**src/hdl/hmem_pkg.sv**
```systemverilog
/*
 * Shared widths, vector types and bus structs for the host-memory shim.
 * Modules pull these in with a wildcard import in their header.
 */
package hmem_pkg;

    // ========================================
    // Widths
    // ========================================
    localparam int ADDR_W  = 32;
    localparam int DATA_W  = 64;
    localparam int BURST_W = 8;

    // One beat occupies one line address
    typedef logic [ADDR_W-1:0]  addr_t;
    typedef logic [DATA_W-1:0]  data_t;

    // Burst counts run from 1 up to 2^(BURST_W-1) beats
    typedef logic [BURST_W-1:0] burst_t;

    // ========================================
    // Avalon-MM beats
    // ========================================

    // One command beat; burstcount matters on a read and on the first write beat
    typedef struct packed {
        logic   read;
        logic   write;
        addr_t  address;
        burst_t burstcount;
        data_t  writedata;
    } avmm_cmd_t;

    typedef struct packed {
        logic  readdatavalid;
        data_t readdata;
    } avmm_rd_rsp_t;

    // Chunk sequencing states of the control FSM
    typedef enum logic [1:0] {
        IDLE,
        RD_ISSUE,
        WR_FIRST,
        WR_BEATS
    } ctrl_state_t;

endpackage
```
**src/hdl/host_mem_avalon_shim.sv**
```systemverilog
/*
 * Top level of the host-memory shim between an AFU and the FIU port.
 * Long AFU bursts go out as FIU-sized chunks through one register stage, and
 * each AFU write burst gets a single write response.
 */
`timescale 1ns/1ps

module host_mem_avalon_shim
    import hmem_pkg::*;
#(
    parameter int FIU_MAX_BURST = 4,
    parameter int TAG_DEPTH     = 16
)
(
    input  logic         clk,
    input  logic         arst_n,
    input  avmm_cmd_t    afu_cmd,
    output logic         afu_waitrequest,
    output avmm_rd_rsp_t afu_rd_rsp,
    output logic         afu_wr_rsp_valid,
    output avmm_cmd_t    fiu_cmd,
    input  logic         fiu_waitrequest,
    input  avmm_rd_rsp_t fiu_rd_rsp,
    input  logic         fiu_wr_rsp_valid
);

    logic      stage_stall;
    logic      tag_full;
    logic      tag_push;
    logic      split_load;
    logic      split_advance;
    logic      last_chunk;
    addr_t     chunk_addr;
    burst_t    chunk_burst;
    avmm_cmd_t chunk_cmd;

    // ========================================
    // Command path
    // ========================================
    shim_ctrl u_ctrl (
        .clk             (clk),
        .arst_n          (arst_n),
        .afu_cmd         (afu_cmd),
        .stage_stall     (stage_stall),
        .tag_full        (tag_full),
        .chunk_addr      (chunk_addr),
        .chunk_burst     (chunk_burst),
        .last_chunk      (last_chunk),
        .afu_waitrequest (afu_waitrequest),
        .split_load      (split_load),
        .split_advance   (split_advance),
        .tag_push        (tag_push),
        .chunk_cmd       (chunk_cmd)
    );

    // The splitter loads from the AFU beat held under waitrequest
    burst_splitter #(
        .FIU_MAX_BURST (FIU_MAX_BURST)
    ) u_splitter (
        .clk           (clk),
        .arst_n        (arst_n),
        .split_load    (split_load),
        .split_advance (split_advance),
        .load_addr     (afu_cmd.address),
        .load_burst    (afu_cmd.burstcount),
        .chunk_addr    (chunk_addr),
        .chunk_burst   (chunk_burst),
        .last_chunk    (last_chunk)
    );

    avmm_reg_stage u_reg_stage (
        .clk             (clk),
        .arst_n          (arst_n),
        .in_cmd          (chunk_cmd),
        .fiu_waitrequest (fiu_waitrequest),
        .stall           (stage_stall),
        .out_cmd         (fiu_cmd)
    );

    // ========================================
    // Response path
    // ========================================
    wr_rsp_filter #(
        .TAG_DEPTH (TAG_DEPTH)
    ) u_wr_filter (
        .clk              (clk),
        .arst_n           (arst_n),
        .tag_push         (tag_push),
        .tag_in           (last_chunk),
        .fiu_wr_rsp_valid (fiu_wr_rsp_valid),
        .tag_full         (tag_full),
        .afu_wr_rsp_valid (afu_wr_rsp_valid)
    );

    // Read data returns in order, so it needs no tracking
    assign afu_rd_rsp = fiu_rd_rsp;

endmodule

```
**src/hdl/shim_ctrl.sv**
```systemverilog
/*
 * Chunk sequencing FSM of the shim. It looks at the pending AFU command,
 * loads the splitter, then issues FIU-sized read chunks or forwards write
 * beats with a burstcount stamped on each chunk's first beat.
 */
`timescale 1ns/1ps

module shim_ctrl
    import hmem_pkg::*;
(
    input  logic      clk,
    input  logic      arst_n,
    input  avmm_cmd_t afu_cmd,
    input  logic      stage_stall,
    input  logic      tag_full,
    input  addr_t     chunk_addr,
    input  burst_t    chunk_burst,
    input  logic      last_chunk,
    output logic      afu_waitrequest,
    output logic      split_load,
    output logic      split_advance,
    output logic      tag_push,
    output avmm_cmd_t chunk_cmd
);

    ctrl_state_t state;
    ctrl_state_t state_nxt;
    burst_t      beat_cnt;
    burst_t      beat_nxt;

    always_ff @(posedge clk or negedge arst_n)
    begin
        if (!arst_n)
        begin
            state    <= IDLE;
            beat_cnt <= '0;
        end
        else
        begin
            state    <= state_nxt;
            beat_cnt <= beat_nxt;
        end
    end

    // ========================================
    // Next state and strobes
    // ========================================
    always_comb
    begin
        state_nxt       = state;
        beat_nxt        = beat_cnt;
        afu_waitrequest = 1'b1;
        split_load      = 1'b0;
        split_advance   = 1'b0;
        tag_push        = 1'b0;
        chunk_cmd       = '0;

        case (state)
            IDLE:
            begin
                // The AFU holds its beat under waitrequest, so peek and load
                if (afu_cmd.read || afu_cmd.write)
                begin
                    split_load = 1'b1;
                    state_nxt  = afu_cmd.read ? RD_ISSUE : WR_FIRST;
                end
            end

            RD_ISSUE:
            begin
                // One read chunk per free stage slot
                if (!stage_stall)
                begin
                    chunk_cmd.read       = 1'b1;
                    chunk_cmd.address    = chunk_addr;
                    chunk_cmd.burstcount = chunk_burst;
                    split_advance        = 1'b1;
                    // The AFU read is taken together with the final chunk
                    if (last_chunk)
                    begin
                        afu_waitrequest = 1'b0;
                        state_nxt       = IDLE;
                    end
                end
            end

            WR_FIRST:
            begin
                // A new chunk needs room for its response tag
                afu_waitrequest = stage_stall | tag_full;
                if (afu_cmd.write && !afu_waitrequest)
                begin
                    chunk_cmd.write      = 1'b1;
                    chunk_cmd.address    = chunk_addr;
                    chunk_cmd.burstcount = chunk_burst;
                    chunk_cmd.writedata  = afu_cmd.writedata;
                    tag_push             = 1'b1;
                    beat_nxt             = burst_t'(1);
                    if (chunk_burst == burst_t'(1))
                    begin
                        // Single-beat chunk is done right away
                        split_advance = 1'b1;
                        beat_nxt      = '0;
                        state_nxt     = last_chunk ? IDLE : WR_FIRST;
                    end
                    else
                    begin
                        state_nxt = WR_BEATS;
                    end
                end
            end

            WR_BEATS:
            begin
                afu_waitrequest = stage_stall;
                if (afu_cmd.write && !afu_waitrequest)
                begin
                    chunk_cmd.write      = 1'b1;
                    chunk_cmd.address    = chunk_addr;
                    chunk_cmd.burstcount = chunk_burst;
                    chunk_cmd.writedata  = afu_cmd.writedata;
                    beat_nxt             = beat_cnt + 1'b1;
                    // Chunk boundary
                    if (beat_nxt == chunk_burst)
                    begin
                        split_advance = 1'b1;
                        beat_nxt      = '0;
                        state_nxt     = last_chunk ? IDLE : WR_FIRST;
                    end
                end
            end

            default:
            begin
                state_nxt = IDLE;
            end
        endcase
    end

    // Inside a chunk the forwarded beats stay below the splitter's chunk size
    a_beat_in_chunk : assert property (
        @(posedge clk) disable iff (!arst_n)
        (state == WR_BEATS) |-> (beat_cnt != '0) && (beat_cnt < chunk_burst)
    );

endmodule

```
**src/hdl/wr_rsp_filter.sv**
```systemverilog
/*
 * One-bit tag FIFO for write responses. Each write chunk pushes a tag that
 * says whether it ends an AFU burst. FIU responses pop tags in order and only
 * tagged ones reach the AFU.
 */
`timescale 1ns/1ps

module wr_rsp_filter #(
    parameter int TAG_DEPTH = 16
)
(
    input  logic clk,
    input  logic arst_n,
    input  logic tag_push,
    input  logic tag_in,
    input  logic fiu_wr_rsp_valid,
    output logic tag_full,
    output logic afu_wr_rsp_valid
);

    localparam int PTR_W = (TAG_DEPTH > 1) ? $clog2(TAG_DEPTH) : 1;
    localparam int CNT_W = PTR_W + 1;

    logic [TAG_DEPTH-1:0] tags;
    logic [PTR_W-1:0]     wr_ptr;
    logic [PTR_W-1:0]     rd_ptr;
    logic [CNT_W-1:0]     count;

    // Pointers and fill level
    always_ff @(posedge clk or negedge arst_n)
    begin
        if (!arst_n)
        begin
            wr_ptr <= '0;
            rd_ptr <= '0;
            count  <= '0;
        end
        else
        begin
            if (tag_push)
            begin
                wr_ptr <= (wr_ptr == PTR_W'(TAG_DEPTH - 1)) ? '0 : wr_ptr + 1'b1;
            end
            if (fiu_wr_rsp_valid)
            begin
                rd_ptr <= (rd_ptr == PTR_W'(TAG_DEPTH - 1)) ? '0 : rd_ptr + 1'b1;
            end
            if (tag_push && !fiu_wr_rsp_valid)
            begin
                count <= count + 1'b1;
            end
            else if (!tag_push && fiu_wr_rsp_valid)
            begin
                count <= count - 1'b1;
            end
        end
    end

    // Tag storage
    always_ff @(posedge clk)
    begin
        if (tag_push)
        begin
            tags[wr_ptr] <= tag_in;
        end
    end

    assign tag_full = (count == CNT_W'(TAG_DEPTH));

    // Response goes to the AFU in the same cycle it arrives
    assign afu_wr_rsp_valid = fiu_wr_rsp_valid & tags[rd_ptr];

    // Every FIU response must match a chunk that was pushed earlier
    a_rsp_has_tag : assert property (
        @(posedge clk) disable iff (!arst_n)
        fiu_wr_rsp_valid |-> (count != '0)
    );

endmodule

```
**src/hdl/burst_splitter.sv**
```systemverilog
/*
 * Running address and remaining beat count of the burst being split.
 * Loaded once per AFU command and advanced after each FIU chunk.
 */
`timescale 1ns/1ps

module burst_splitter
    import hmem_pkg::*;
#(
    parameter int FIU_MAX_BURST = 4
)
(
    input  logic   clk,
    input  logic   arst_n,
    input  logic   split_load,
    input  logic   split_advance,
    input  addr_t  load_addr,
    input  burst_t load_burst,
    output addr_t  chunk_addr,
    output burst_t chunk_burst,
    output logic   last_chunk
);

    localparam burst_t MAX_CHUNK = burst_t'(FIU_MAX_BURST);

    addr_t  addr_q;
    burst_t remain_q;

    // Beats still owed to the FIU for the current AFU burst
    always_ff @(posedge clk or negedge arst_n)
    begin
        if (!arst_n)
        begin
            remain_q <= '0;
        end
        else if (split_load)
        begin
            remain_q <= load_burst;
        end
        else if (split_advance)
        begin
            remain_q <= remain_q - chunk_burst;
        end
    end

    // Address of the next chunk moves on by the size just issued
    always_ff @(posedge clk)
    begin
        if (split_load)
        begin
            addr_q <= load_addr;
        end
        else if (split_advance)
        begin
            addr_q <= addr_q + addr_t'(chunk_burst);
        end
    end

    assign chunk_addr  = addr_q;
    assign chunk_burst = (remain_q > MAX_CHUNK) ? MAX_CHUNK : remain_q;
    // The remainder fits in one FIU burst
    assign last_chunk  = (remain_q <= MAX_CHUNK);

endmodule

```
**src/hdl/avmm_reg_stage.sv**
```systemverilog
/*
 * Command register stage at the FIU edge. A main slot drives the FIU and a
 * spare slot catches the beat that arrives while waitrequest is high, so the
 * stall back to the producer comes straight from a flop.
 */
`timescale 1ns/1ps

module avmm_reg_stage
    import hmem_pkg::*;
(
    input  logic      clk,
    input  logic      arst_n,
    input  avmm_cmd_t in_cmd,
    input  logic      fiu_waitrequest,
    output logic      stall,
    output avmm_cmd_t out_cmd
);

    logic      in_vld;
    logic      out_fire;
    logic      main_vld;
    logic      spare_vld;
    avmm_cmd_t main_cmd;
    avmm_cmd_t spare_cmd;

    // The producer only drives a beat while stall is low
    assign in_vld   = in_cmd.read | in_cmd.write;
    assign out_fire = main_vld & ~fiu_waitrequest;

    // A full spare slot is the only reason to refuse a beat
    assign stall = spare_vld;

    // Slot occupancy
    always_ff @(posedge clk or negedge arst_n)
    begin
        if (!arst_n)
        begin
            main_vld  <= 1'b0;
            spare_vld <= 1'b0;
        end
        else if (spare_vld)
        begin
            // Draining the spare refills main, so main stays occupied
            if (out_fire)
            begin
                spare_vld <= 1'b0;
            end
        end
        else if (in_vld)
        begin
            // Main is held by waitrequest, so the new beat lands in the spare
            if (main_vld && !out_fire)
            begin
                spare_vld <= 1'b1;
            end
            main_vld <= 1'b1;
        end
        else if (out_fire)
        begin
            main_vld <= 1'b0;
        end
    end

    // Beat payload follows the same decisions as the occupancy flags
    always_ff @(posedge clk)
    begin
        if (spare_vld)
        begin
            if (out_fire)
            begin
                main_cmd <= spare_cmd;
            end
        end
        else if (in_vld)
        begin
            if (main_vld && !out_fire)
            begin
                spare_cmd <= in_cmd;
            end
            else
            begin
                main_cmd <= in_cmd;
            end
        end
    end

    // Strobes toward the FIU are qualified by the main slot flag
    always_comb
    begin
        out_cmd       = main_cmd;
        out_cmd.read  = main_cmd.read & main_vld;
        out_cmd.write = main_cmd.write & main_vld;
    end

endmodule

```
**config.mk**
```make
export PLATFORM = sky130hd
export DESIGN_NAME = host_mem_avalon_shim
export DESIGN_NICKNAME = d
export VERILOG_FILES = /design/src/hdl/hmem_pkg.sv /design/src/hdl/host_mem_avalon_shim.sv /design/src/hdl/shim_ctrl.sv /design/src/hdl/wr_rsp_filter.sv /design/src/hdl/burst_splitter.sv /design/src/hdl/avmm_reg_stage.sv
export SDC_FILE = /design/constraint.sdc
export NUM_CORES = 1
export LEC_CHECK = 0
export ABC_AREA = 1
export ABC_CLOCK_PERIOD_IN_PS = 8800
export BUFFER_PORTS_ARGS = -buffer_cell sky130_fd_sc_hd__buf_2
export CAP_MARGIN = 20
export CORE_AREA = 2 2 176 178
export CTS_CLUSTER_DIAMETER = 120
export DETAILED_ROUTE_END_ITERATION = 16
export DIE_AREA = 0 0 178 180
export GPL_ROUTABILITY_DRIVEN = 0
export GPL_TIMING_DRIVEN = 0
export HOLD_SLACK_MARGIN = 0.02
export PLACE_DENSITY_LB_ADDON = 0.1
export SLEW_MARGIN = 20
export SYNTH_ARGS = -nofsm -noshare
export SYNTH_HDL_FRONTEND = slang
export SYNTH_SLANG_ARGS = --single-unit
```
**constraint.sdc**
```tcl
create_clock -name clk -period 8.8 [get_ports clk]
set_input_delay 1.76 -clock clk [delete_from_list [all_inputs] [get_ports clk]]
set_output_delay 1.76 -clock clk [all_outputs]
set_load 0.02 [all_outputs]
```
==> run_results.csv <==
group,metric,value,unit
outcome,outcome,"finished, final reports clean",
setup_path,start_kind,"input pin",
finish,final_common_cell,"nand2_1",
timing,setup_tns,0,ns
synth,syn_area_per_cell,9.539,µm²
min_path,worstHoldPathCells,1,
setup_path,crit_fanout,7,
clock_network,cts_resized,0,
synth,synth_area_leaders,"edfxtp_1, nand2_1, buf_4",
min_path,hold_path_class,"flop to flop",
synth,synth-seq-area-share,0.5816,
timing,finalSetupViolations,0,
global_route,grt_pass1_vias,10449,
timing,drv_slew,0,
synth,netlist_area,14840,µm²
placement,io_buffers,282,
min_path,hp-start,"u_wr_filter.count[4]$_DFFE_PN0P_",
synth,synth_flop_cell,"edfxtp_1",
global_route,overflow,0,
floorplanning,io_pins,348,
timing,finClkSkew,0.01425,ns
synth,synthCells,1556,
synth,synth_top_area_frac,0.5260,
finish,num_antenna_cells,0,
finish,syn_to_final_growth,20.30,%
timing,whs,0.4736,ns
timing,max_freq,0.2438,GHz
pwr,p_per_area,380.8,nW/µm²
synth,synth.distinct_cells,41,
finish,fin_util,0.5915,
clock_network,clock_latency,0.57,ns
pwr,irDropWorstVdd,0.1833,mV
synth,async_flop_share,0.1126,
setup_path,end_kind,"primary output",
routing,drtIter0Drc,800,
clock_network,clock-sinks,293,
flow_run,drv_cap,0,
floorplanning,die_h,180,µm
routing,routed_wl,34310,µm
global_route,grt_use_total,0.2086,
floorplanning,rows,64,
routing,avgRoutedWirePerCell,14.90,µm
global_route,grt_max_degree,67,
routing,dr_total_vias,11147,
finish,layout.nets,2078,
setup_path,worstPathArrival,2.34,ns
placement,placed_area,16850,µm²
placement,dp_hpwl,25390,µm
setup_path,criticalPathCategory,"input pin to primary output",
timing,hold_viol,0,
finish,final_cell_mix,"nand2_1, buf_2, edfxtp_1, inv_1, nor2_1",
routing,dr.pass1.iters,5,
floorplanning,die_area,32040,µm²
synth,synth-edff-count,260,
clock_network,post_cts_buffers,0,
finish,drive_above_1_share,0.2774,
routing,viasPerCell,4.840,
routing,postRouteAntennaNets,0,
clock_network,cts_tree,"yes",
floorplanning,core,30190,µm²
global_route,grt_pass1_wl,53170,µm
routing,drc,0,
timing,timing.final.crit_share,0.4662,
clock_network,cts_max_level,1,
floorplanning,die_w,178,µm
timing,layout_min_cycle_time,4.102,ns
synth,ys_ff_latch,293,
pwr,total_leakage_power,8.282,nW
timing,tightest_slew,0.8308,ns
setup_path,rr_worst_depth,16,
setup_path,critPathRequiredTime,7.04,ns
timing,rsz0062_at_grt,"no",
clock_network,cts_buffers,31,
floorplanning,initial_utilization,0.4917,
clock_network,clk_pin_slew,0.06,ns
setup_path,r2r_start,"u_splitter.remain_q[3]$_DFFE_PN0P_",
timing,slew_headroom,0.4461,
setup_path,r2r_slack,5.45,ns
synth,yosysTopAreaCell,"edfxtp_1",
clock_network,clk_path_buf_depth,3,
synth,yosysWarnings,0,
setup_path,r2r_end,"u_splitter.chunk_addr[18]$_DFFE_PP_",
global_route,antenna_found_initial,0,
clock_network,cts_hold_buf,0,
min_path,hold_path_end,"u_wr_filter.count[4]$_DFFE_PN0P_",
clock_network,cts-root-buf,"clkbuf_16",
finish,stdcell_area,17860,µm²
finish,fill_cells,2635,
pwr,p_total,0.006800,W
==> state kept, by name (all words and copies together), names as in the netlist <==
name / flops
u_splitter.chunk_addr: 32
u_wr_filter.tags: 16
u_reg_stage.out_cmd: 104
u_wr_filter.count: 5
u_splitter.remain_q: 8
u_wr_filter.rd_ptr: 4
u_reg_stage.stall: 1
u_ctrl.state: 2
u_reg_stage.main_cmd: 2
u_wr_filter.wr_ptr: 4
u_ctrl.beat_cnt: 8
u_reg_stage.main_vld: 1
u_reg_stage.spare_cmd: 106
==> per-stage QoR <==
stage                     std cells  setup slack (ns)
final                          2303             4.698
after global routing           2303             4.503
after CTS                      2303             4.693
after detailed placement       2245             4.617
after global placement         2243             2.224
after floorplan                1565             3.771
==> worst max path at each step <==
stage	from	to	slack, ns	depth (start not counted)
2_1_floorplan	afu_cmd[104]	u_reg_stage.spare_cmd[0]$_DFFE_PP_	3.77	10
3_3_place_gp	afu_cmd[104]	u_reg_stage.spare_cmd[58]$_DFFE_PP_	2.22	11
3_5_place_dp	afu_cmd[104]	u_reg_stage.spare_cmd[56]$_DFFE_PP_	4.62	12
4_1_cts	fiu_wr_rsp_valid	afu_wr_rsp_valid	4.69	4
5_1_grt	u_wr_filter.rd_ptr[0]$_DFFE_PN0P_	afu_wr_rsp_valid	4.50	8
6_report	fiu_wr_rsp_valid	afu_wr_rsp_valid	4.70	4
==> critical path, cell delays in order <==
cell,delay [ns]
buf_2,0.14
inv_1,0.11
a21oi_1,0.14
buf_2,0.19
==> routing by layer <==
layer,up-vias,share of wire,global-route usage
met3,50,0.074,0.02919
met4,0,0.019,0.04721
met1,5061,0.43,0.2834
met5,-,0,0
met2,445,0.48,0.3550
li1,5591,-,-
==> cells by family after synthesis <==
family | after synthesis | share of synthesized area
other | 2 | 0.0005060
AOI/OAI and AO/OA | 165 | 0.06154
buffers and inverters | 392 | 0.1428
and+or+nand+nor | 668 | 0.1860
DFF | 293 | 0.5816
adders and majority gates | 21 | 0.01871
xor gates and xnor gates | 15 | 0.008851
==> cell usage after synthesis, types with 2 or more instances <==
cell and number:
inv_1 175, nor3_1 9, o221ai_1 3, ha_1 19, nand3_1 62, a21oi_1 23, nand3_4 2, nor4_1 5
edfxtp_1 260, buf_2 11, fa_1 2, nor2_1 170, o21ai_2 2, a21o_1 2, o22ai_1 3, conb_1 2
nor2_4 2, nand2_2 4, o211ai_1 3, clkbuf_1 33, dfrtp_1 33, o21ai_0 106, nand2_1 386, a31oi_1 14
xnor2_1 5, xor2_1 10, o21ai_1 3, inv_2 3, nand4_1 24, buf_4 169
==> cell type report <==
type | count | area (µm²) | area share
inverters | 178 | 678.2 | 0.03798
repair buffers | 284 | 1466 | 0.08212
well taps | 396 | 495.5 | 0.02775
multi-input cells | 880 | 4124 | 0.2310
flip-flops and latches | 293 | 8633 | 0.4835
clock buffers | 43 | 840.8 | 0.04709
clock inverters | 15 | 166.4 | 0.009320
plain buffers | 214 | 1451 | 0.08128
==> where the power goes <==
part           switching (W)  total (W)  internal (W)
Combinational        0.00193    0.00293       0.00101
Sequential          0.000247    0.00257       0.00233
Clock               0.000536    0.00129      0.000757
Power figures use the tool's default switching activity.
